File: src/logic/core_pkg.sv
package core_pkg;

    localparam int xlen = 32;
    localparam int reg_addr_w = 5;

    localparam int ram_words = 256;
    localparam int ram_idx_w = $clog2(ram_words);

    localparam int uart_clks_per_bit = 16;
    localparam int uart_cnt_w = $clog2(uart_clks_per_bit);

    // RV32I major opcodes used by the core.
    localparam logic [6:0] op_op = 7'b0110011;
    localparam logic [6:0] op_opimm = 7'b0010011;
    localparam logic [6:0] op_lui = 7'b0110111;
    localparam logic [6:0] op_load = 7'b0000011;
    localparam logic [6:0] op_store = 7'b0100011;
    localparam logic [6:0] op_branch = 7'b1100011;
    localparam logic [6:0] op_jal = 7'b1101111;
    localparam logic [6:0] op_custom0 = 7'b0001011;

    localparam logic [2:0] funct_out = 3'd0; // Console output.
    localparam logic [2:0] funct_in = 3'd1;

    typedef enum logic [2:0] {
        alu_add,
        alu_sub,
        alu_and,
        alu_or,
        alu_xor,
        alu_slt,
        alu_pass_b
    } alu_op_e;

    typedef enum logic [2:0] {
        st_fetch,
        st_decode,
        st_execute,
        st_memory,
        st_writeback,
        st_wait_out,
        st_wait_in
    } state_e;

endpackage

File: src/logic/register_file.sv
`timescale 1ns/10ps

module register_file (
    input  logic clk,
    input  logic rst,
    input  logic [core_pkg::reg_addr_w-1:0] rs1_addr,
    input  logic [core_pkg::reg_addr_w-1:0] rs2_addr,
    input  logic wb_en,
    input  logic [core_pkg::reg_addr_w-1:0] wb_addr,
    input  logic [core_pkg::xlen-1:0] wb_data,
    output logic [core_pkg::xlen-1:0] rs1_data,
    output logic [core_pkg::xlen-1:0] rs2_data,
    output logic [core_pkg::xlen-1:0] test
);

    logic [core_pkg::xlen-1:0] regs [32];

    always_ff @(posedge clk) begin
        if (rst) begin
            for (int i = 0; i < 32; i++) regs[i] <= '0;
        end else if (wb_en && wb_addr != '0) begin
            regs[wb_addr] <= wb_data; // x0 stays zero.
        end
    end

    assign rs1_data = regs[rs1_addr];
    assign rs2_data = regs[rs2_addr];
    assign test = regs[10];

endmodule

File: config.mk
export PLATFORM = sky130hd
export DESIGN_NAME = register_file
export DESIGN_NICKNAME = d
export VERILOG_FILES = /design/src/logic/core_pkg.sv /design/src/logic/register_file.sv
export SDC_FILE = /design/constraint.sdc
export NUM_CORES = 2
export LEC_CHECK = 0
export BUFFER_PORTS_ARGS = -buffer_cell sky130_fd_sc_hd__buf_4
export CAP_MARGIN = 20
export CORE_MARGIN = 3
export CORE_UTILIZATION = 50
export CTS_CLUSTER_DIAMETER = 120
export DETAILED_ROUTE_END_ITERATION = 6
export PLACE_DENSITY = 0.69
export SLEW_MARGIN = 20
export SYNTH_ARGS = -nofsm -noshare
export SYNTH_HDL_FRONTEND = slang
export SYNTH_SLANG_ARGS = --single-unit
export TNS_END_PERCENT = 20
File: constraint.sdc
create_clock -name clk -period 1.8 [get_ports clk]
set_input_delay 0.09 -clock clk [delete_from_list [all_inputs] [get_ports clk]]
set_output_delay 0.09 -clock clk [all_outputs]
set_load 0.1 [all_outputs]
==> run_results.csv <==
group,metric,value,unit
grt,antenna_found_initial,17,
logic_synthesis,synth_common_cells,"edfxtp_1, mux2i_1, and2_1",
sta,post-route-period-util,128,%
floorplanning,die_area,116000,sq um
cts,cts_num_sinks,1024,
cts,cts-htree-levels,3,
cts,clk_pin_slew,0.06,ns
route,finalWirelength,199000,um
pwr,ir_drop,0.768,mV
grt,grt_overflow,0,
logic_synthesis,synth_seq_area_share,54.8,%
sta,drv_slew,0,
finish,regMostFlops,"regs",
route,vias,41255,
logic_synthesis,synth_top_area_share,54.8,%
finish,reg.largest.list,"regs (1024)",
sta,min_period,2.30,ns
floorplanning,die_w,341,um
grt,grt_max_degree,52,
worst_setup_path,cp.required,1.71,ns
route,drtPass1Iterations,6,
grt,grtUsageMet2,51.2,%
worst_setup_path,crit_path_end_kind,"output port",
finish,post-route-util,61.0,%
logic_synthesis,async_flop_share,0,%
floorplanning,io_pins,146,
logic_synthesis,synthesis.instances,4605,
min_path,hold_path_class,"in -> reg",
place,portBuffers,145,
pwr,p_per_area,893,nW/um^2
worst_setup_path,critPathLaunchType,"flip-flop",
pwr,p_leak,0.0269,uW
grt,grt_busiest_layer,"met2",
route,ant_nets,0,
grt,grt.total_usage,33.4,%
floorplanning,core_area,111000,sq um
finish,area_growth_syn_to_layout,20.6,%
cts,numCtsBuffers,109,
cts,cts_tree,"yes",
place,place_congestion,0.907,
logic_synthesis,synth.avg_cell_area,12.2,sq um
logic_synthesis,synth_flop_cell,"edfxtp_1",
logic_synthesis,synth_cell_types,30,
worst_setup_path,critical_path.max_fanout,2,
sta,worst_pin_slew,0.725,ns
logic_synthesis,synth_top_area_cell,"edfxtp_1",
logic_synthesis,synth_edf_count,1024,
sta,slew_headroom,51.7,%
outcome,violations,"negative setup slack",
sta,finalSetupViolCount,64,
worst_setup_path,worstSetupPathType,"reg -> out",
logic_synthesis,yosys_warnings,0,
sta,setup_ws,-0.500,ns
route,routedWlPerCell,30.7,um
logic_synthesis,yosys_register_bits,1024,
sta,hold_viol,0,
finish,layout.nets,4960,
grt,grtUsageMet3,7.88,%
logic_synthesis,synthesis.area,56100,sq um
flow_run,maxCapViolations,0,
floorplanning,rows,122,
cts,clock-root-buffer,"clkbuf_16",
grt,grt_pass1_wl,283000,um
sta,max_freq,435,MHz
worst_setup_path,crit_arrival,2.21,ns
floorplanning,start_util,50.6,%
sta,rsz0062_at_grt,"true",
outcome,status,"finished, violations left",
floorplanning,die_y,341,um
grt,grt_pass1_vias,40865,
finish,drive_gt1_share,18.8,%
place,place_ws,-0.408,ns
place,hpwlAfterDp,128000,um
grt,grtUsageMet1,44.9,%
logic_synthesis,synthTopCellsByArea,"edfxtp_1, mux2i_1, and2_1",
route,viasPerCell,6.36,
route,drt_iter0_drc,5312,
cts,clockBufferDepth,3,
finish,largest_register_ffs,1024,
route,drc,0,
## cells by family after synthesis
kind of cell    share of synthesized area [%]
other cells                           0.00668
compound gates                           6.99
simple gates                             15.7
flops                                    54.8
mux                                      18.3
buf+inv                                  4.29
## timing repair
item / 4_1_cts / 5_1_grt
hold buffers: 32 / 0
setup endpoints to repair: 64 / 64
setup buffers: 0 / 2
endpoints found under the hold margin: 992 / 0
pin swaps: 55 / 44
gates resized for setup: 247 / 52
## routing by layer
| layer | vias to the layer above | routed length [um] |
|---|---|---|
| met3 | 515 | 24700 |
| met4 | 4 | 10400 |
| met1 | 20519 | 75100 |
| li1 | 17479 | - |
| met2 | 2738 | 88500 |
| met5 | - | 27 |
## cell usage in the layout (no fill, tap or decap), drive strengths merged
cell type / instances
conb: 32
a21oi: 192
nand3: 194
clkinvlp: 1
or2: 33
nand2b: 5
nor2b: 5
a22o: 128
clkbuf: 135
or3: 2
bufinv: 7
a22oi: 192
nand3b: 4
nand2: 196
edfxtp: 1024
a31oi: 64
mux2i: 1024
nor2: 35
buf: 577
clkinv: 43
diode: 4
inv: 6
and2: 994
or3b: 2
dlygate4sd3: 32
nor3: 64
## final timing paths
check	slack [ns]	end	cells past startpoint	start
worst min-delay path	0.13	regs[0][1]	2	rst
worst max-delay path	-0.50	rs2_data[31]	6	regs[7][31]
## cell type report
| type | count | area [sq um] |
|---|---|---|
| antenna | 4 | 10.0 |
| clock buffer | 135 | 2830 |
| clock inverter | 57 | 453 |
| fill | 8516 | 43300 |
| multi-input combinational | 3166 | 24400 |
| sequential | 1024 | 30700 |
| tap | 1488 | 1860 |
| timing repair buffer | 609 | 7420 |
## worst max-delay path: stages (launching register included)
cell	delay, ns
edfxtp_1	0.40
mux2i_1	0.15
a22o_1	0.20
nor3_1	0.07
a31oi_1	0.27
nand3_2	0.19
buf_6	0.23
## stage by stage
step	power [uW]	hold slack, ns	instances	area (sq um)	setup TNS [ns]
global route	62000	0.134	6479	67700	-28.63
global placement	38400	0.595	6269	62700	-8.76
detailed placement	38600	0.607	6269	62700	-9.52
finish	60500	0.128	6483	67700	-24.88
CTS	60200	0.107	6481	67400	-26.25
floorplan	34600	0.288	4636	56400	-22.66
## where the power goes
| group | total (uW) | switching, uW | internal, uW |
|---|---|---|---|
| Sequential | 28300 | 736 | 27600 |
| Clock | 21400 | 9350 | 12000 |
| Combinational | 10800 | 6920 | 3880 |
| Total | 60500 | 17000 | 43500 |
No activity file was read; power rests on OpenSTA's default activity.
