--- src/logic/core_pkg.sv ---
package core_pkg;

    localparam int xlen = 32;
    localparam int reg_addr_w = 5;

    localparam int ram_words = 256;
    localparam int ram_idx_w = $clog2(ram_words);

    localparam int uart_clks_per_bit = 16;
    localparam int uart_cnt_w = $clog2(uart_clks_per_bit);

    // RV32I major opcodes used by the core.
    localparam logic [6:0] op_op = 7'b0110011;
    localparam logic [6:0] op_opimm = 7'b0010011;
    localparam logic [6:0] op_lui = 7'b0110111;
    localparam logic [6:0] op_load = 7'b0000011;
    localparam logic [6:0] op_store = 7'b0100011;
    localparam logic [6:0] op_branch = 7'b1100011;
    localparam logic [6:0] op_jal = 7'b1101111;
    localparam logic [6:0] op_custom0 = 7'b0001011;

    localparam logic [2:0] funct_out = 3'd0; // Console output.
    localparam logic [2:0] funct_in = 3'd1;

    typedef enum logic [2:0] {
        alu_add,
        alu_sub,
        alu_and,
        alu_or,
        alu_xor,
        alu_slt,
        alu_pass_b
    } alu_op_e;

    typedef enum logic [2:0] {
        st_fetch,
        st_decode,
        st_execute,
        st_memory,
        st_writeback,
        st_wait_out,
        st_wait_in
    } state_e;

endpackage

--- src/logic/uart_tx.sv ---
`timescale 1ns/10ps

module uart_tx (
    input  logic clk,
    input  logic rst,
    input  logic start,
    input  logic [7:0] data,
    output logic busy,
    output logic tx
);

    logic [8:0] shift; // Data bits then the stop bit.
    logic [3:0] bit_cnt;
    logic [core_pkg::uart_cnt_w-1:0] clk_cnt;

    always_ff @(posedge clk) begin
        if (rst) begin
            busy <= 1'b0;
            tx <= 1'b1;
            bit_cnt <= '0;
            clk_cnt <= '0;
        end else if (!busy) begin
            if (start) begin
                busy <= 1'b1;
                tx <= 1'b0; // Start bit.
                shift <= {1'b1, data};
                bit_cnt <= '0;
                clk_cnt <= '0;
            end
        end else if (clk_cnt == core_pkg::uart_clks_per_bit - 1) begin
            clk_cnt <= '0;
            if (bit_cnt == 4'd9) begin
                busy <= 1'b0;
                tx <= 1'b1;
            end else begin
                tx <= shift[0];
                shift <= shift >> 1;
                bit_cnt <= bit_cnt + 4'd1;
            end
        end else begin
            clk_cnt <= clk_cnt + 1'b1;
        end
    end

endmodule

--- config.mk ---
export PLATFORM = sky130hd
export DESIGN_NAME = uart_tx
export DESIGN_NICKNAME = d
export VERILOG_FILES = /design/src/logic/core_pkg.sv /design/src/logic/uart_tx.sv
export SDC_FILE = /design/constraint.sdc
export NUM_CORES = 1
export LEC_CHECK = 0
export ABC_AREA = 1
export BUFFER_PORTS_ARGS = -buffer_cell sky130_fd_sc_hd__buf_2
export CAP_MARGIN = 10
export CELL_PAD_IN_SITES_DETAIL_PLACEMENT = 1
export CELL_PAD_IN_SITES_GLOBAL_PLACEMENT = 2
export CORE_MARGIN = 10
export CORE_UTILIZATION = 29
export DETAILED_ROUTE_END_ITERATION = 12
export HOLD_SLACK_MARGIN = 0.06
export PLACE_DENSITY = 0.82
export SLEW_MARGIN = 25
export SYNTH_ARGS = -nofsm -noshare
export SYNTH_HDL_FRONTEND = slang
export SYNTH_SLANG_ARGS = --single-unit
export TNS_END_PERCENT = 100
--- constraint.sdc ---
create_clock -name clk -period 1.6 [get_ports clk]
set_clock_uncertainty 0.1 [all_clocks]
set_input_delay 0.08 -clock clk [delete_from_list [all_inputs] [get_ports clk]]
set_output_delay 0.08 -clock clk [all_outputs]
set_load 0.005 [all_outputs]
==> metrics.cfg, run 1 <==
[clock_tree]
cts.root.buffer_cell = clkbuf_4
clk_pin_slew_ns = 0.12
clk_path_buf_depth = 2
clock-sinks = 19
clk_latency_ns = 0.31
cts_setup_buffers = 0
htree_levels = 1
cts_tree = done
cts_made_buffers = 3

[floorplan]
die_area_um2 = 5990
start_util_pct = 30.8
die_x_um = 77.4
num_rows = 20
die_y_um = 77.4
io_pins = 13
coreArea_um2 = 3100

[timing]
final-max-slew-violation-count = 0
setup_viol = 0
fin_tns_setup_ns = 0
whs_ns = 0.392
maxSlewHeadroom_pct = 84.6
worst_pin_slew_ns = 0.231
fin_crit_sh_pct = 95.9
hold_viol_final = 0
final.min_clock_period_ns = 1.53
max_freq_mhz = 652

[global_route]
grt_busiest_layer = met2
use_met1_pct = 8.87
grtUsageMet3_pct = 2.30
grt_pass1_vias = 901
antenna_found_initial = 0
grt_pass1_wl_mm = 4.04
overflow = 0
grt_usage_pct = 7.99
grt_max_degree = 14
grt_use_met2_pct = 13.6

[yosys]
synth-seq-cells = 19
synth_fp_nets = 134
seq_area_frac_synth_pct = 49.3
synth.distinct_cells = 19
syn_avg_cell_area_um2 = 7.96
syn_area_um2 = 955
syn_inst = 120
yosys_warnings = 0

[worst_setup_path]
r2r_setup_slack_ns = 0.07
crit_path_max_fanout = 9
crit_path_cell_trace = inv_1 > ha_1 > nand2_1 > nor2_1 > nand2_2 > nand3_4 > nor2_2 > buf_6
r2r_end = shift[4]
reg2reg_from = bit_cnt[1]
path_class = flip-flop to flip-flop
worst_ep_arrival_time_ns = 1.46
cpPeakStageDelay_ns = 0.37
cp.required_ns = 1.53
critPathLaunch = bit_cnt[1]
cp-start-kind = flip-flop
worst_path_max_delay_cell = dfxtp_1
endpoint_kind = flip-flop
rr_worst_depth = 8

[layout]
drive_above_1_share_pct = 22.0
final_cells = 194
fin_util_pct = 39.7
antennaDiodeCount = 0
areaGrowthSynthToFinish_pct = 29.1
layout_common_cells = 49 x nand2_1, 14 x nor2_1, 12 x buf_2
final_common_cell = nand2_1
finalNetCount = 165

[power_and_ir_drop]
finalPower_mw = 0.987
combPwrFrac_pct = 17.9
p_switching_mw = 0.270
power.internal_mw = 0.717
leakagePower_nw = 0.562
p_clk_share_pct = 25.4
power.density_nw_per_um2 = 801
ir_drop_mv = 0.372
p_seq_share_pct = 56.7
swShare_pct = 27.4

[routing]
routed_wl_mm = 2.30
drc = 0
vias = 843
via_per_inst = 4.35
wl_per_cell_um = 11.8
drtIter0Drc = 43
dr.pass1.iters = 4
postRouteAntennaNets = 0

[min_path]
hold_end = clk_cnt[0]
hp-start = clk_cnt[0]
min_path_cells = 2
hold_path.class = flip-flop to flip-flop

[placed_design]
place_inst = 180
gp_congestion = 0.738
dpl.hpwl_mm = 1.74
portBuffers = 12

[flow_run]
max_cap_violations = 0

[status]
status = finished clean

## power by group through the flow
stage	combinational, mW	clock (mW)	sequential (mW)
floorplan	0.105	0	0.567
CTS	0.178	0.262	0.560
detailed placement	0.159	0	0.571
global placement	0.152	0	0.569
global route	0.204	0.281	0.563
finish	0.177	0.250	0.560
## critical path, delay by kind of cell, from the launching register on
kind	cells	cell delay (ns)
adders and majority gates	1	0.17
DFF	1	0.37
buffers and inverters	2	0.21
and+or+nand+nor	5	0.40
## registers in the layout, summed over array words and instances, names as in the netlist
register and flops:
clk_cnt 4, bit_cnt 4, tx 1, shift 9
busy 1
## how the worst max path moves through the flow
stage | slack, ns | cells past startpoint | to
2_1_floorplan | 0.03 | 5 | shift[0]
3_3_place_gp | 0.10 | 6 | shift[3]
3_5_place_dp | 0.04 | 6 | shift[3]
4_1_cts | 0.02 | 6 | shift[3]
5_1_grt | -0.01 | 8 | shift[1]
6_report | 0.07 | 8 | shift[4]
## layout make-up
type / count / area (um^2)
clock buffers: 3 / 22.5
multi-input cells: 87 / 420
clock inverters: 1 / 5.00
flip-flops and latches: 19 / 472
repair buffers: 29 / 216
fillers: 397 / 1870
well taps: 44 / 55.1
inverters: 11 / 41.3
## cells by family after synthesis
logic type	after synthesis	synth area share [%]
DFF	19	49.3
adders and majority gates	3	3.93
AOI/OAI and AO/OA	9	5.24
buffers and inverters	14	7.21
and+or+nand+nor	75	34.3
## cells in the mapped netlist, drive strengths merged
cell | count | area (um^2)
nand3 | 7 | 52.6
o21ai | 1 | 5.00
nand2 | 51 | 201
a21oi | 6 | 30.0
inv | 11 | 41.3
buf | 3 | 27.5
dfxtp | 10 | 200
edfxtp | 9 | 270
nor2 | 16 | 67.6
o211ai | 2 | 15.0
ha | 3 | 37.5
nand4 | 1 | 6.26
## per-stage QoR
| stage | cell area, um^2 | worst slack (ns) |
|---|---|---|
| after floorplan | 957 | 0.0299 |
| after CTS | 1220 | 0.0159 |
| after global routing | 1230 | -0.0107 |
| after global placement | 1100 | 0.102 |
| after detailed placement | 1100 | 0.0418 |
| final | 1230 | 0.0653 |
## per-layer routing
metal,part of all wire [%],routed length (um)
met2,49,1120
met1,45,1020
met5,0,0
met4,1.9,43
met3,5.0,114
## what timing repair did
action | 4_1_cts | 5_1_grt
hold buffers | 10 | 0
setup endpoints to repair | 0 | 9
gates resized for setup | 0 | 3
endpoints found under the hold margin | 13 | 0
No activity file was read; power rests on OpenSTA's default activity.
==> inputs of run 2 (changes only) <==
Settings changed: CORE_MARGIN 10 to 5, CORE_UTILIZATION 29 to 34, PLACE_DENSITY 0.82 to 0.89.
Clock period 1.6 ns to 1.82 ns, I/O delays scaled along.
==> metrics.cfg, run 2 (same netlist as run 1, synthesis figures left out) <==
[power_and_ir_drop]
finalPower_mw = 0.858
power.density_nw_per_um2 = 723
ir_drop_mv = 0.548
leakagePower_nw = 0.549

[clock_tree]
cts_tree = done
clk_pin_slew_ns = 0.11
clk_path_buf_depth = 2
cts_resized = 0
cts.root.buffer_cell = clkbuf_4
cts_setup_buffers = 0
cts_made_buffers = 3
htree_levels = 1
clock-sinks = 19
clk_latency_ns = 0.30
ctsHoldBuffers = 11

[layout]
largest_reg_flops = 9
fin_util_pct = 43.4
final_common_cell = nand2_1
fin_area_um2 = 1190
final_cells = 178
drive_above_1_share_pct = 17.7
finalNetCount = 162
layout_common_cells = 49 x nand2_1, 15 x nor2_1, 12 x buf_2
antennaDiodeCount = 0
regMostFlops = shift
reg.largest.list = shift x9, bit_cnt x4, clk_cnt x4
areaGrowthSynthToFinish_pct = 24.2

[worst_setup_path]
rr_worst_depth = 8
worst_ep_arrival_time_ns = 1.54
path_class = flip-flop to flip-flop
crit_end = shift[6]
cp-start-kind = flip-flop
critPathLaunch = bit_cnt[1]
endpoint_kind = flip-flop
reg2reg_from = bit_cnt[1]
r2r_end = shift[6]
r2r_setup_slack_ns = 0.20
cp.required_ns = 1.74
crit_path_max_fanout = 9

[status]
status = finished clean

[global_route]
grt_max_degree = 14
grt_pass1_wl_mm = 3.71
antenna_found_initial = 0
overflow = 0
grt_pass1_vias = 872
grt_usage_pct = 11.5

[placed_design]
dpl.hpwl_mm = 1.52
gp_congestion = 0.741
portBuffers = 12
place_area_um2 = 1050
place_inst = 163
place_ws_ns = 0.196

[routing]
wl_per_cell_um = 11.6
drtIter0Drc = 28
dr.pass1.iters = 4
postRouteAntennaNets = 0
vias = 826
via_per_inst = 4.64
routed_wl_mm = 2.07
drc = 0

[timing]
final-max-slew-violation-count = 0
layout_setup_ws_ns = 0.202
hold_viol_final = 0
fin_tns_setup_ns = 0
setup_viol = 0
final.min_clock_period_ns = 1.62
worst_pin_slew_ns = 0.218
maxSlewHeadroom_pct = 85.4
whs_ns = 0.388
rsz0062_at_grt = false
fin_crit_sh_pct = 88.9
max_freq_mhz = 618

[floorplan]
num_rows = 19
coreArea_um2 = 2730
io_pins = 13
die_area_um2 = 3970
start_util_pct = 34.9
die_y_um = 63.0
die_x_um = 63.0

[min_path]
hold_path.class = flip-flop to flip-flop

[flow_run]
max_cap_violations = 0

[run 2: changes by cell type in the layout (fill, tap and decap cells not counted), sizes merged]
cell,previous run,this run
buf,19,15
dlygate4sd3,10,11
[run 2: layout make-up]
class / instances / area, um^2
Timing Repair Buffer: 26 / 193
Inverter: 11 / 41.3
Fill cell: 341 / 1550
Clock buffer: 3 / 22.5
Tap cell: 31 / 38.8
Multi-Input combinational cell: 87 / 415
Clock inverter: 1 / 5.00
Sequential cell: 19 / 470
[run 2: worst max-delay path, stage by stage (launching register included)]
cell     delay, ns
dfxtp_1       0.37
inv_1         0.07
ha_1          0.18
nand2_1       0.06
nor2_1        0.06
nand2_2       0.11
nand3_4       0.10
nor2_1        0.10
buf_4         0.19
[run 2: worst min-delay path by stage]
stage                     depth (start not counted)       start  slack, ns         end
after detailed placement                          2         rst       0.26  clk_cnt[1]
after global routing                              2  clk_cnt[0]       0.42  clk_cnt[0]
after CTS                                         2  clk_cnt[0]       0.40  clk_cnt[0]
after floorplan                                   1         rst       0.06  bit_cnt[2]
final                                             2  clk_cnt[0]       0.39  clk_cnt[0]
after global placement                            3     data[5]       0.26    shift[5]
[run 2: power by group]
group	internal, mW	switching, mW	leakage (nW)
clock	0.0820	0.138	0.0177
combinational	0.0647	0.0802	0.365
sequential	0.478	0.0157	0.166
total	0.624	0.233	0.549
[run 2: per-layer routing]
| metal | up-vias | part of all wire, % | track usage [%] |
|---|---|---|---|
| li1 | 433 | - | - |
| met1 | 379 | 47 | 14.3 |
| met2 | 14 | 49 | 19.5 |
| met3 | 0 | 4.3 | 3.78 |
| met4 | 0 | 0 | 1.59 |
| met5 | - | 0 | 0 |
==> inputs of run 3 (changes only) <==
Settings changed: CORE_ASPECT_RATIO set to 0.9, CORE_MARGIN 5 to 2, GPL_TIMING_DRIVEN set to 0.
==> metrics.cfg, run 3 (same netlist as run 1, synthesis figures left out) <==
[clock_tree]
clk_path_buf_depth = 2
clk_latency_ns = 0.30
cts.root.buffer_cell = clkbuf_4
clock-sinks = 19
cts_tree = done
clk_pin_slew_ns = 0.11
cts_made_buffers = 3
htree_levels = 1

[timing]
rsz0062_at_grt = false
hold_viol_final = 0
setup_viol = 0
fin_crit_sh_pct = 91.2
max_freq_mhz = 603
final.min_clock_period_ns = 1.66
final-max-slew-violation-count = 0
maxSlewHeadroom_pct = 82.4
worst_pin_slew_ns = 0.263

[status]
status = finished clean

[placed_design]
gp_congestion = 0.669
place_area_um2 = 1050
portBuffers = 12
dpl.hpwl_mm = 1.54

[power_and_ir_drop]
power.density_nw_per_um2 = 725
ir_drop_mv = 0.449
leakagePower_nw = 0.544

[routing]
wl_per_cell_um = 12.2
dr.pass1.iters = 4
vias = 831
drc = 0
postRouteAntennaNets = 0
routed_wl_mm = 2.14
drtIter0Drc = 22
via_per_inst = 4.72

[floorplan]
start_util_pct = 35.3
io_pins = 13
die_x_um = 59.9
die_y_um = 54.3
num_rows = 18
coreArea_um2 = 2700
die_area_um2 = 3250

[min_path]
hold_path.class = flip-flop to flip-flop

[global_route]
antenna_found_initial = 0
grt_use_met2_pct = 25.9
grt_pass1_wl_mm = 3.62
overflow = 0
grt_usage_pct = 15.5
grt_busiest_layer = met2
grtUsageMet3_pct = 4.26
use_met1_pct = 19.7
grt_pass1_vias = 802
grt_max_degree = 12

[worst_setup_path]
crit_family = simple AND/OR/NAND/NOR gates
cpPeakStageDelay_ns = 0.40
crit_path_max_fanout = 9
worst_path_max_delay_cell = dfxtp_1
cp-start-kind = flip-flop
crit_buf_inv = 0
cp.required_ns = 1.71
path_class = flip-flop to flip-flop
crit_path_cell_trace = ha_1 > nand3_2 > nand2_4 > nand3_4 > nor2_4
worst_ep_arrival_time_ns = 1.55
endpoint_kind = flip-flop

[layout]
finalNetCount = 161
regMostFlops = shift
fin_util_pct = 43.9
antennaDiodeCount = 0
final_common_cell = nand2_1
reg.largest.list = shift x9, bit_cnt x4, clk_cnt x4
largest_reg_flops = 9
drive_above_1_share_pct = 18.5
layout_common_cells = 49 x nand2_1, 14 x nor2_1, 13 x buf_2
areaGrowthSynthToFinish_pct = 24.4
fin_area_um2 = 1190

[flow_run]
max_cap_violations = 0

-- run 3: changes by cell type in the layout (fill, tap and decap cells not counted), sizes merged --
cell / change
dlygate4sd3: -1
-- run 3: final cells by class --
class                      count  area [um^2]
buffer                         3         27.5
clock buffer                   3         22.5
clock inverter                 1         5.00
fill                         339         1520
inverter                      11         41.3
multi-input combinational     87          423
sequential                    19          470
tap                           30         37.5
timing repair buffer          22          160
-- run 3: routing by layer --
metal	up-vias	wire, um
met5	-	0
met4	0	10
met3	2	51
met2	9	1070
met1	383	1010
li1	437	-
-- run 3: what timing repair did --
item | CTS | global route
hold buffers | 10 | 0
buffers inserted | 0 | 0
gates resized for setup | 2 | 0
endpoints found under the setup margin | 9 | 0
hold endpoints to repair | 13 | 0
-- run 3: worst register-to-register path: cells and delay by family (launching register included) --
kind,cells,cell delay (ns)
adders and majority gates,1,0.25
DFF,1,0.40
and+or+nand+nor,4,0.59
-- run 3: path summary, 6_finish.rpt --
| path | startpoint | end | slack [ns] | cells after the start |
|---|---|---|---|---|
| max | clk_cnt[0] | shift[8] | 0.16 | 5 |
| min | clk_cnt[0] | clk_cnt[0] | 0.39 | 2 |
| max reg2reg | clk_cnt[0] | shift[8] | 0.16 | 5 |
| min reg2reg | clk_cnt[0] | clk_cnt[0] | 0.39 | 2 |
-- run 3: report_power, final --
| group | leakage (nW) | switching [mW] | internal [mW] |
|---|---|---|---|
| Combinational | 0.360 | 0.0844 | 0.0651 |
| Clock | 0.0177 | 0.137 | 0.0820 |
| Sequential | 0.166 | 0.0144 | 0.478 |
| Total | 0.544 | 0.236 | 0.625 |
-- run 3: through the flow --
step	hold slack, ns	setup WS, ns	power (mW)	TNS [ns]	instances
finish	0.391	0.160	0.861	0	176
global placement	0.254	-0.160	0.627	-1.43	162
global route	0.423	0.0352	0.920	0	176
CTS	0.397	0.139	0.887	0	176
floorplan	0.0601	0.0830	0.591	0	120
detailed placement	0.265	-0.205	0.636	-1.84	162
