===== src/logic/core_pkg.sv =====
package core_pkg;

    localparam int xlen = 32;
    localparam int reg_addr_w = 5;

    localparam int ram_words = 256;
    localparam int ram_idx_w = $clog2(ram_words);

    localparam int uart_clks_per_bit = 16;
    localparam int uart_cnt_w = $clog2(uart_clks_per_bit);

    // RV32I major opcodes used by the core.
    localparam logic [6:0] op_op = 7'b0110011;
    localparam logic [6:0] op_opimm = 7'b0010011;
    localparam logic [6:0] op_lui = 7'b0110111;
    localparam logic [6:0] op_load = 7'b0000011;
    localparam logic [6:0] op_store = 7'b0100011;
    localparam logic [6:0] op_branch = 7'b1100011;
    localparam logic [6:0] op_jal = 7'b1101111;
    localparam logic [6:0] op_custom0 = 7'b0001011;

    localparam logic [2:0] funct_out = 3'd0; // Console output.
    localparam logic [2:0] funct_in = 3'd1;

    typedef enum logic [2:0] {
        alu_add,
        alu_sub,
        alu_and,
        alu_or,
        alu_xor,
        alu_slt,
        alu_pass_b
    } alu_op_e;

    typedef enum logic [2:0] {
        st_fetch,
        st_decode,
        st_execute,
        st_memory,
        st_writeback,
        st_wait_out,
        st_wait_in
    } state_e;

endpackage


===== src/logic/uart_rx.sv =====
`timescale 1ns/10ps

module uart_rx (
    input  logic clk,
    input  logic rst,
    input  logic rx,
    output logic [7:0] data,
    output logic valid
);

    logic rx_meta, rx_sync, rx_prev;
    logic active;
    logic [3:0] bit_cnt;
    logic [core_pkg::uart_cnt_w-1:0] clk_cnt;
    logic at_sample;

    // The first wait is half a bit so the start bit is sampled in its middle.
    assign at_sample = (bit_cnt == 4'd0) ? (clk_cnt == core_pkg::uart_clks_per_bit / 2 - 1)
                                         : (clk_cnt == core_pkg::uart_clks_per_bit - 1);

    always_ff @(posedge clk) begin
        if (rst) begin
            rx_meta <= 1'b1;
            rx_sync <= 1'b1;
            rx_prev <= 1'b1;
            active <= 1'b0;
            valid <= 1'b0;
            bit_cnt <= '0;
            clk_cnt <= '0;
        end else begin
            rx_meta <= rx;
            rx_sync <= rx_meta;
            rx_prev <= rx_sync;
            valid <= 1'b0;
            if (!active) begin
                if (rx_prev && !rx_sync) begin
                    active <= 1'b1;
                    bit_cnt <= '0;
                    clk_cnt <= '0;
                end
            end else if (at_sample) begin
                clk_cnt <= '0;
                if (bit_cnt == 4'd0) begin
                    if (rx_sync) active <= 1'b0; // Glitch rather than a start bit.
                    else bit_cnt <= 4'd1;
                end else if (bit_cnt == 4'd9) begin
                    active <= 1'b0;
                    valid <= rx_sync; // Bad stop bit drops the byte.
                end else begin
                    data <= {rx_sync, data[7:1]};
                    bit_cnt <= bit_cnt + 4'd1;
                end
            end else begin
                clk_cnt <= clk_cnt + 1'b1;
            end
        end
    end

endmodule


===== config.mk =====
export PLATFORM = sky130hd
export DESIGN_NAME = uart_rx
export DESIGN_NICKNAME = d
export VERILOG_FILES = /design/src/logic/core_pkg.sv /design/src/logic/uart_rx.sv
export SDC_FILE = /design/constraint.sdc
export NUM_CORES = 1
export LEC_CHECK = 0
export ABC_AREA = 1
export CAP_MARGIN = 20
export CORE_AREA = 2 2 45 47
export CTS_BUF_LIST = sky130_fd_sc_hd__clkbuf_16
export DETAILED_ROUTE_END_ITERATION = 16
export DIE_AREA = 0 0 47 49
export DONT_BUFFER_PORTS = 1
export PLACE_DENSITY = 0.64
export SETUP_SLACK_MARGIN = 0.15
export SYNTH_ARGS = -nofsm -noshare
export SYNTH_HDL_FRONTEND = slang
export SYNTH_SLANG_ARGS = --single-unit

===== constraint.sdc =====
create_clock -name clk -period 5.95 [get_ports clk]
set_clock_uncertainty 0.05 [all_clocks]
set_input_delay 0.595 -clock clk [delete_from_list [all_inputs] [get_ports clk]]
set_output_delay 0.595 -clock clk [all_outputs]
set_load 0.02 [all_outputs]

==> run summary, run 1 <==
Share of power burned in the clock network: 0.434
CP max stage cell: dfxtp_1
Net Sw Frac: 0.227
Drt pass-1 iters: 4
Gate count of the mapped netlist: 102
Met1 Use GR: 0.213
Cells after DPL: 127
IO Pins: 12
Worst path bufs/invs: 3
Final global-route overflow total: 0
Fillers: 166
Reg clk slew, reported paths: 0.06 ns
GRT busiest layer: met2
Most frequent cells in the layout: nand2_1, dfxtp_1, inv_1
Layout area overhead: 10.9%
GRT Resource Usage Total: 0.161
Most frequent cell on the critical path: inv_1
Net Switching: 74.3 uW
Leak Pwr: 0.000389 uW
Worst-Skew Late Latency: 0.25 ns
Via-per-instance ratio: 5.20
Tcrit/Tclk final: 0.325
Max clock buf depth: 2
H-Tree Depth: 1
Antenna fix cells: 0
CTS resizes: 0
CTS Hold Bufs: 0
GR Util met2: 0.233
Power density cells: 314 nW/um^2
Nets: 113
# DRC: 0
Core footprint: 1840 sq um
Die height: 49 um
Status: finished clean
Max_cap viols: 0
Crit start category: register
Cell breakdown of the critical path: inv_1, ha_1, nand2_1, inv_1, nor2_1, o21ai_0, nor3_1, buf_2
Initial antenna violation count: 0
Mapped Area: 942 sq um
CTS tree: built
Largest net degree at the start of global routing: 14
Worst Setup End Kind: register
FMAX: 0.518 GHz
Share of cells above drive strength 1: 0.124
CP max stage delay: 0.39 ns
Cts bufs inserted: 3
Syn_area_per_cell: 9.24 sq um
Hold WC Path Type: input pin to register
Commonest non-fill, non-tap cell in the layout: nand2_1
Sequential area share after synthesis: 0.531
Die Area: 2300 sq um
Met3 Track Usage GR: 0.0333
Crit path time final: 1.93 ns
Syn Nets: 109
VDD IR-drop max: 210 uV
RSZ-0062 raised after global routing: false
WS Path Type: register to register
Detailed Route Iter0 Violations: 13
Gpl congestion: 0.756
Port bufs: 0
Critical path peak fanout: 7
Hpwl dp: 1140 um
CTS Sinks: 21
Setup repair bufs after CTS: 0
Starting density of the core: 0.512
Non-filler cells, final: 132
CP delay by family, top: simple AND/OR/NAND/NOR gates
Vias in the first global route: 592
Setup TNS: 0 ns
#FFs+latches synth: 21
Global-route wire length before repair: 2620 um
Routed Antenna Nets: 0
Synth cell types: 24
Int Pwr: 254 uW
Avg WL per Cell: 12.2 um
Worst path arrival time: 1.83 ns
Final setup viols: 0
Drt total wl: 1610 um
Final Hold Violating Endpoints: 0
Row Count: 16
Vias: 687
Ys Warns: 0
Logic pwr share: 0.085
CP required: 5.85 ns
Worst slew pin tran: 0.419 ns
Max transition margin: 0.720
DIE WIDTH: 47 um
Flop pwr share: 0.481
Pins Over Slew Limit: 0
Root buffer cell: clkbuf_16
-- path summary, 6_finish.rpt --
check / from / cells past startpoint / slack (ns) / endpoint
max reg2reg: bit_cnt[0] / 8 / 4.02 / data[4]
min reg2reg: rx_meta / 1 / 0.36 / rx_sync
max: bit_cnt[0] / 8 / 4.02 / data[4]
min: rst / 1 / 0.35 / clk_cnt[1]
-- cell type report --
type	instances	area, sq um	area share
clock buffer	3	75.1	0.0719
clock inverter	1	7.51	0.00719
sequential	21	500	0.479
multi-input combinational	68	382	0.365
timing repair buffer	1	5.00	0.00479
inverter	11	41.3	0.0395
tap	27	33.8	0.0323
-- per-layer routing --
layer | vias up | share of wire
li1 | 350 | -
met3 | 4 | 0.025
met4 | 0 | 0.025
met5 | - | 0
met2 | 12 | 0.48
met1 | 321 | 0.47
-- synth_stat cells, drive strengths merged --
master	n	area (sq um)
nand4	4	25.0
ha	4	50.1
xor2	1	8.76
buf	2	18.8
nor3	2	10.0
nand3	9	57.6
edfxtp	8	240
nor4	1	6.26
a21oi	8	40.0
dfxtp	13	260
o21ai	4	20.0
o21bai	1	7.51
nor2	8	40.0
or2	2	12.5
o21a	1	7.51
nand2	23	96.4
inv	11	41.3
-- metrics by stage --
step	setup slack [ns]	hold WS (ns)	area, sq um	util	total power, uW
after floorplan	3.94	0.339	942	-	185
after global placement	3.73	0.343	957	0.520	188
after detailed placement	3.59	0.348	957	0.520	189
after CTS	3.60	0.350	1040	0.565	331
after global routing	3.87	0.345	1040	0.567	343
final	4.02	0.353	1040	0.567	328
-- state kept, by name, indices dropped and copies added (netlist names) --
register,count
rx_sync,1
bit_cnt,4
rx_meta,1
rx_prev,1
data,8
clk_cnt,4
active,1
valid,1
-- power by group through the flow --
stage | clock, uW | combinational [uW] | sequential (uW)
CTS | 145 | 27.9 | 158
detailed placement | 0 | 27.8 | 161
floorplan | 0 | 27.0 | 158
global placement | 0 | 27.4 | 161
global route | 153 | 32.4 | 158
finish | 142 | 27.9 | 158
-- cells by family (layout without fill, tap and decap cells) --
| kind of cell | after synthesis | count (layout) | share of synthesized area |
|---|---|---|---|
| and+or+nand+nor | 49 | 49 | 0.263 |
| DFF | 21 | 21 | 0.531 |
| AOI/OAI and AO/OA | 14 | 14 | 0.0797 |
| buffers and inverters | 13 | 16 | 0.0637 |
| adders and majority gates | 4 | 4 | 0.0531 |
| xor gates and xnor gates | 1 | 1 | 0.00930 |
Note: power is estimated with default switching activity, not from simulation.
==> run 2: changes to the inputs <==
Settings changed: ABC_AREA 1 to 0, PLACE_DENSITY 0.64 to 0.65.
Clock period 5.95 ns to 1.9 ns, I/O delays scaled along.
==> run summary, run 2 <==
Status: finished clean
DP Area: 1020 sq um
H-Tree Depth: 1
GRT Resource Usage Total: 0.177
Pins Over Slew Limit: 0
Sequential area share after synthesis: 0.522
CP required: 2.02 ns
Syn Nets: 98
Core footprint: 1840 sq um
Syn_area_per_cell: 10.5 sq um
Starting density of the core: 0.520
Die height: 49 um
Final Hold Violating Endpoints: 0
Cts bufs inserted: 3
Via-per-instance ratio: 5.56
Hold WC Path Type: input pin to register
Power density cells: 805 nW/um^2
RSZ-0062 raised after global routing: true
Row Count: 16
Worst path arrival time: 1.87 ns
Largest regs: data: 8 flops, bit_cnt: 4 flops, clk_cnt: 4 flops
Compound-cell area share of the yosys netlist: 0.123
Xor and xnor area share after synthesis: 0.00914
Worst slew pin tran: 0.370 ns
Final global-route overflow total: 0
Gpl congestion: 0.785
Die Area: 2300 sq um
Global-route wire length before repair: 2920 um
Tcrit/Tclk final: 0.923
Total Power: 945 uW
Most frequent cells after synthesis: dfxtp_1, edfxtp_1, nand2_1
CTS Sinks: 21
Worst-Skew Late Latency: 0.25 ns
Asr flop ratio synth: 0
Gate count of the mapped netlist: 91
Simple-Gate Fraction of Synth Area: 0.238
Final setup viols: 0
WS Path Type: register to register
Reg clk slew, reported paths: 0.06 ns
Crit path time final: 1.75 ns
Max clock buf depth: 2
Main combinational cell family by area after synthesis: simple AND/OR/NAND/NOR gates
Vias in the first global route: 652
Ys Warns: 0
DIE WIDTH: 47 um
VDD IR-drop max: 705 uV
Synth top area share: 0.272
FMAX: 0.570 GHz
Area leader, netlist: dfxtp_1
Drt total wl: 1800 um
Drt pass-1 iters: 4
Non-filler cells, final: 126
Avg WL per Cell: 14.3 um
Crit start category: register
Mux contribution to synthesized area: 0.0209
# DRC: 0
Root buffer cell: clkbuf_16
Critical path peak fanout: 4
Max_cap viols: 0
Synth cell types: 36
Cells after DPL: 119
Hpwl dp: 1210 um
IO Pins: 12
CTS tree: built
Cell with the most instances after synthesis: dfxtp_1
#FFs+latches synth: 21
Largest net degree at the start of global routing: 15
Antenna fix cells: 0
Fillers: 161
Mapped Area: 958 sq um
Max transition margin: 0.753
Synth Flop Type: dfxtp_1
Setup TNS: 0 ns
Detailed Route Iter0 Violations: 13
Commonest non-fill, non-tap cell in the layout: dfxtp_1
Area contributors post-synth: dfxtp_1, edfxtp_1, ha_1
Port bufs: 0
Layout area overhead: 22.5%
EDFF count, synth: 8
Reg with most FFs: data
Finished Core Util: 0.637
Vias: 701
Share of cells above drive strength 1: 0.273
Routed Antenna Nets: 0
Worst Setup End Kind: register
Initial antenna violation count: 0
Final instance area: 1170 sq um
Most frequent cells in the layout: dfxtp_1, nand2_1, edfxtp_1
Nets: 107
Adder-cell share of the synthesized area: 0.0522
Leak Pwr: 0.000384 uW
Number of flip-flops under the largest register name: 8
-- run 2: layout make-up --
class / instances / area, sq um / share of cell area
inverters: 4 / 17.5 / 0.0149
clock inverters: 1 / 7.51 / 0.00640
repair buffers: 7 / 61.3 / 0.0522
clock buffers: 3 / 75.1 / 0.0640
flip-flops and latches: 21 / 508 / 0.433
multi-input cells: 63 / 470 / 0.401
well taps: 27 / 33.8 / 0.0288
-- run 2: per-layer routing --
metal / GRT usage / part of all wire / vias to the layer above
li1: - / - / 346
met1: 0.224 / 0.46 / 334
met2: 0.281 / 0.49 / 16
met3: 0.0333 / 0.033 / 5
met4: 0.0833 / 0.021 / 0
met5: 0 / 0 / -
-- run 2: worst paths after layout --
| kind | endpoint | slack, ns | cells past startpoint | from |
|---|---|---|---|---|
| worst max-delay path | bit_cnt[2] | 0.15 | 6 | bit_cnt[1] |
| worst min-delay path | bit_cnt[3] | 0.06 | 2 | rst |
| worst max register to register | bit_cnt[2] | 0.15 | 6 | bit_cnt[1] |
| worst min register to register | rx_sync | 0.37 | 1 | rx_meta |
-- run 2: report_power, final --
group	leakage, uW	internal (uW)	switching [uW]
Sequential	0.000179	467	4.02
Combinational	0.000168	14.3	16.2
Clock	0.0000371	284	159
Total	0.000384	765	179
-- run 2: timing repair --
action	CTS	global route
gates resized for setup	0	15
endpoints found under the setup margin	0	12
setup buffers	0	1
hold buffers	2	0
hold endpoints to repair	9	0
-- run 2: cell families after synthesis --
family,after synthesis
flip-flops,21
buffers and inverters,7
AND/OR/NAND/NOR,38
AO/OA/AOI/OAI,18
adder cells (fa/ha/maj),4
multiplexers,2
XOR/XNOR,1
-- run 2: through the flow --
step	setup WS [ns]	hold WS, ns
2_1_floorplan	0.257	0.244
5_1_grt	0.0917	0.0684
3_5_place_dp	0.170	0.214
4_1_cts	0.158	0.0588
3_3_place_gp	0.200	0.213
6_report	0.147	0.0590
-- run 2: worst max-delay path, stage by stage (launching register included) --
cell	delay, ns
dfxtp_4	0.36
inv_4	0.06
ha_4	0.13
or4b_4	0.47
a211oi_4	0.27
o21ai_1	0.11
o31ai_1	0.21
==> run 3: changes to the inputs <==
Settings changed: CORE_AREA 2 2 45 47 to 2 2 41 57, DIE_AREA 0 0 47 49 to 0 0 43 59, HOLD_SLACK_MARGIN from default to 0.03, PLACE_DENSITY 0.65 to 0.59.
==> run summary, run 3 (same netlist as run 2, synthesis figures left out) <==
Reg with most FFs: data
Int Pwr: 763 uW
Die Area: 2540 sq um
Root buffer cell: clkbuf_16
Initial antenna violation count: 0
Drt pass-1 iters: 3
Worst-Skew Late Latency: 0.25 ns
Largest regs: data: 8 flops, bit_cnt: 4 flops, clk_cnt: 4 flops
Global-route wire length before repair: 3170 um
H-Tree Depth: 1
Share of cells above drive strength 1: 0.263
Vias in the first global route: 703
Share of power burned in the clock network: 0.462
CTS tree: built
Cells after DPL: 112
Commonest non-fill, non-tap cell in the layout: dfxtp_1
Final setup viols: 0
Hold WC Path Type: input pin to register
Crit start category: register
Max transition margin: 0.729
Cts bufs inserted: 3
Power density cells: 808 nW/um^2
Core footprint: 2000 sq um
Detailed Route Iter0 Violations: 13
Starting density of the core: 0.480
WS Path Type: register to register
Worst slew pin tran: 0.405 ns
# DRC: 0
Max clock buf depth: 2
Tcrit/Tclk final: 0.911
Crit path time final: 1.73 ns
Row Count: 19
Critical path peak fanout: 5
Final global-route overflow total: 0
Avg WL per Cell: 15.6 um
Most frequent cells in the layout: dfxtp_1, nand2_1, edfxtp_1
Status: finished clean
Layout area overhead: 20.2%
Max_cap viols: 0
Net Sw Frac: 0.181
Final Hold Violating Endpoints: 0
Routed Antenna Nets: 0
Gpl congestion: 0.734
Number of flip-flops under the largest register name: 8
Vias: 677
Nets: 107
VDD IR-drop max: 436 uV
Hpwl dp: 1320 um
Reg clk slew, reported paths: 0.06 ns
Pins Over Slew Limit: 0
CTS Sinks: 21
Via-per-instance ratio: 5.64
Setup TNS: 0 ns
CP required: 2.01 ns
GRT Resource Usage Total: 0.168
Setup WS post-layout: 0.169 ns
Largest net degree at the start of global routing: 15
Flop pwr share: 0.506
RSZ-0062 raised after global routing: true
Logic pwr share: 0.032
IO Pins: 12
Port bufs: 0
Leak Pwr: 0.000386 uW
Net Switching: 168 uW
DIE WIDTH: 43 um
Worst Setup End Kind: register
Pre-CTS setup slack: 0.155 ns
Die height: 59 um
Worst path arrival time: 1.84 ns
Non-filler cells, final: 120
FMAX: 0.578 GHz
Drt total wl: 1870 um
Antenna fix cells: 0
[run 3: cell types whose count changed in the layout (fill, tap and decap cells not counted), sizes merged]
cell	previous run	this run
clkinv	0	1
clkinvlp	1	0
[run 3: worst paths after layout]
path	from	endpoint	slack, ns	depth (start not counted)
max	bit_cnt[0]	bit_cnt[2]	0.17	6
max reg2reg	bit_cnt[0]	bit_cnt[2]	0.17	6
min	rst	bit_cnt[3]	0.06	2
min reg2reg	rx_meta	rx_sync	0.37	1
[run 3: power groups by stage]
stage	registers [uW]	clock network, uW	logic [uW]
6_report	471	430	30.0
5_1_grt	471	456	34.0
4_1_cts	473	441	29.3
3_5_place_dp	483	0	23.2
3_3_place_gp	483	0	23.1
2_1_floorplan	482	0	20.3
[run 3: through the flow]
stage	power [uW]	hold WS [ns]	utilization	cell area, sq um
final	931	0.0645	0.577	1150
after floorplan	503	0.244	-	973
after global routing	961	0.0873	0.577	1150
after detailed placement	506	0.213	0.503	1000
after global placement	506	0.213	0.503	1000
after CTS	943	0.0641	0.553	1100
[run 3: repair_timing]
| action | 4_1_cts | 5_1_grt |
|---|---|---|
| pin swaps | 0 | 5 |
| hold endpoints to repair | 9 | 0 |
| setup buffers | 0 | 2 |
| resized for setup | 1 | 12 |
| endpoints found under the setup margin | 10 | 15 |
| hold buffers | 2 | 0 |
[run 3: final cells by class]
type	count	area, sq um
multi-input cells	63	459
flip-flops and latches	21	508
well taps	21	26.3
repair buffers	7	61.3
inverters	4	17.5
fillers	181	845
clock buffers	3	75.1
clock inverters	1	5.00
[run 3: metal layers]
| layer | vias up | track usage | part of all wire |
|---|---|---|---|
| met5 | - | 0 | 0 |
| met4 | 0 | 0.0779 | 0.011 |
| met3 | 2 | 0.0305 | 0.014 |
| met2 | 7 | 0.299 | 0.56 |
| met1 | 323 | 0.195 | 0.42 |
| li1 | 345 | - | - |
[run 3: worst max-delay path, cell delays in order, from the launching register on]
cell      delay [ns]
dfxtp_4         0.36
inv_2           0.07
ha_4            0.13
or4b_4          0.45
a211oi_2        0.25
o21ai_1         0.11
o31ai_1         0.23
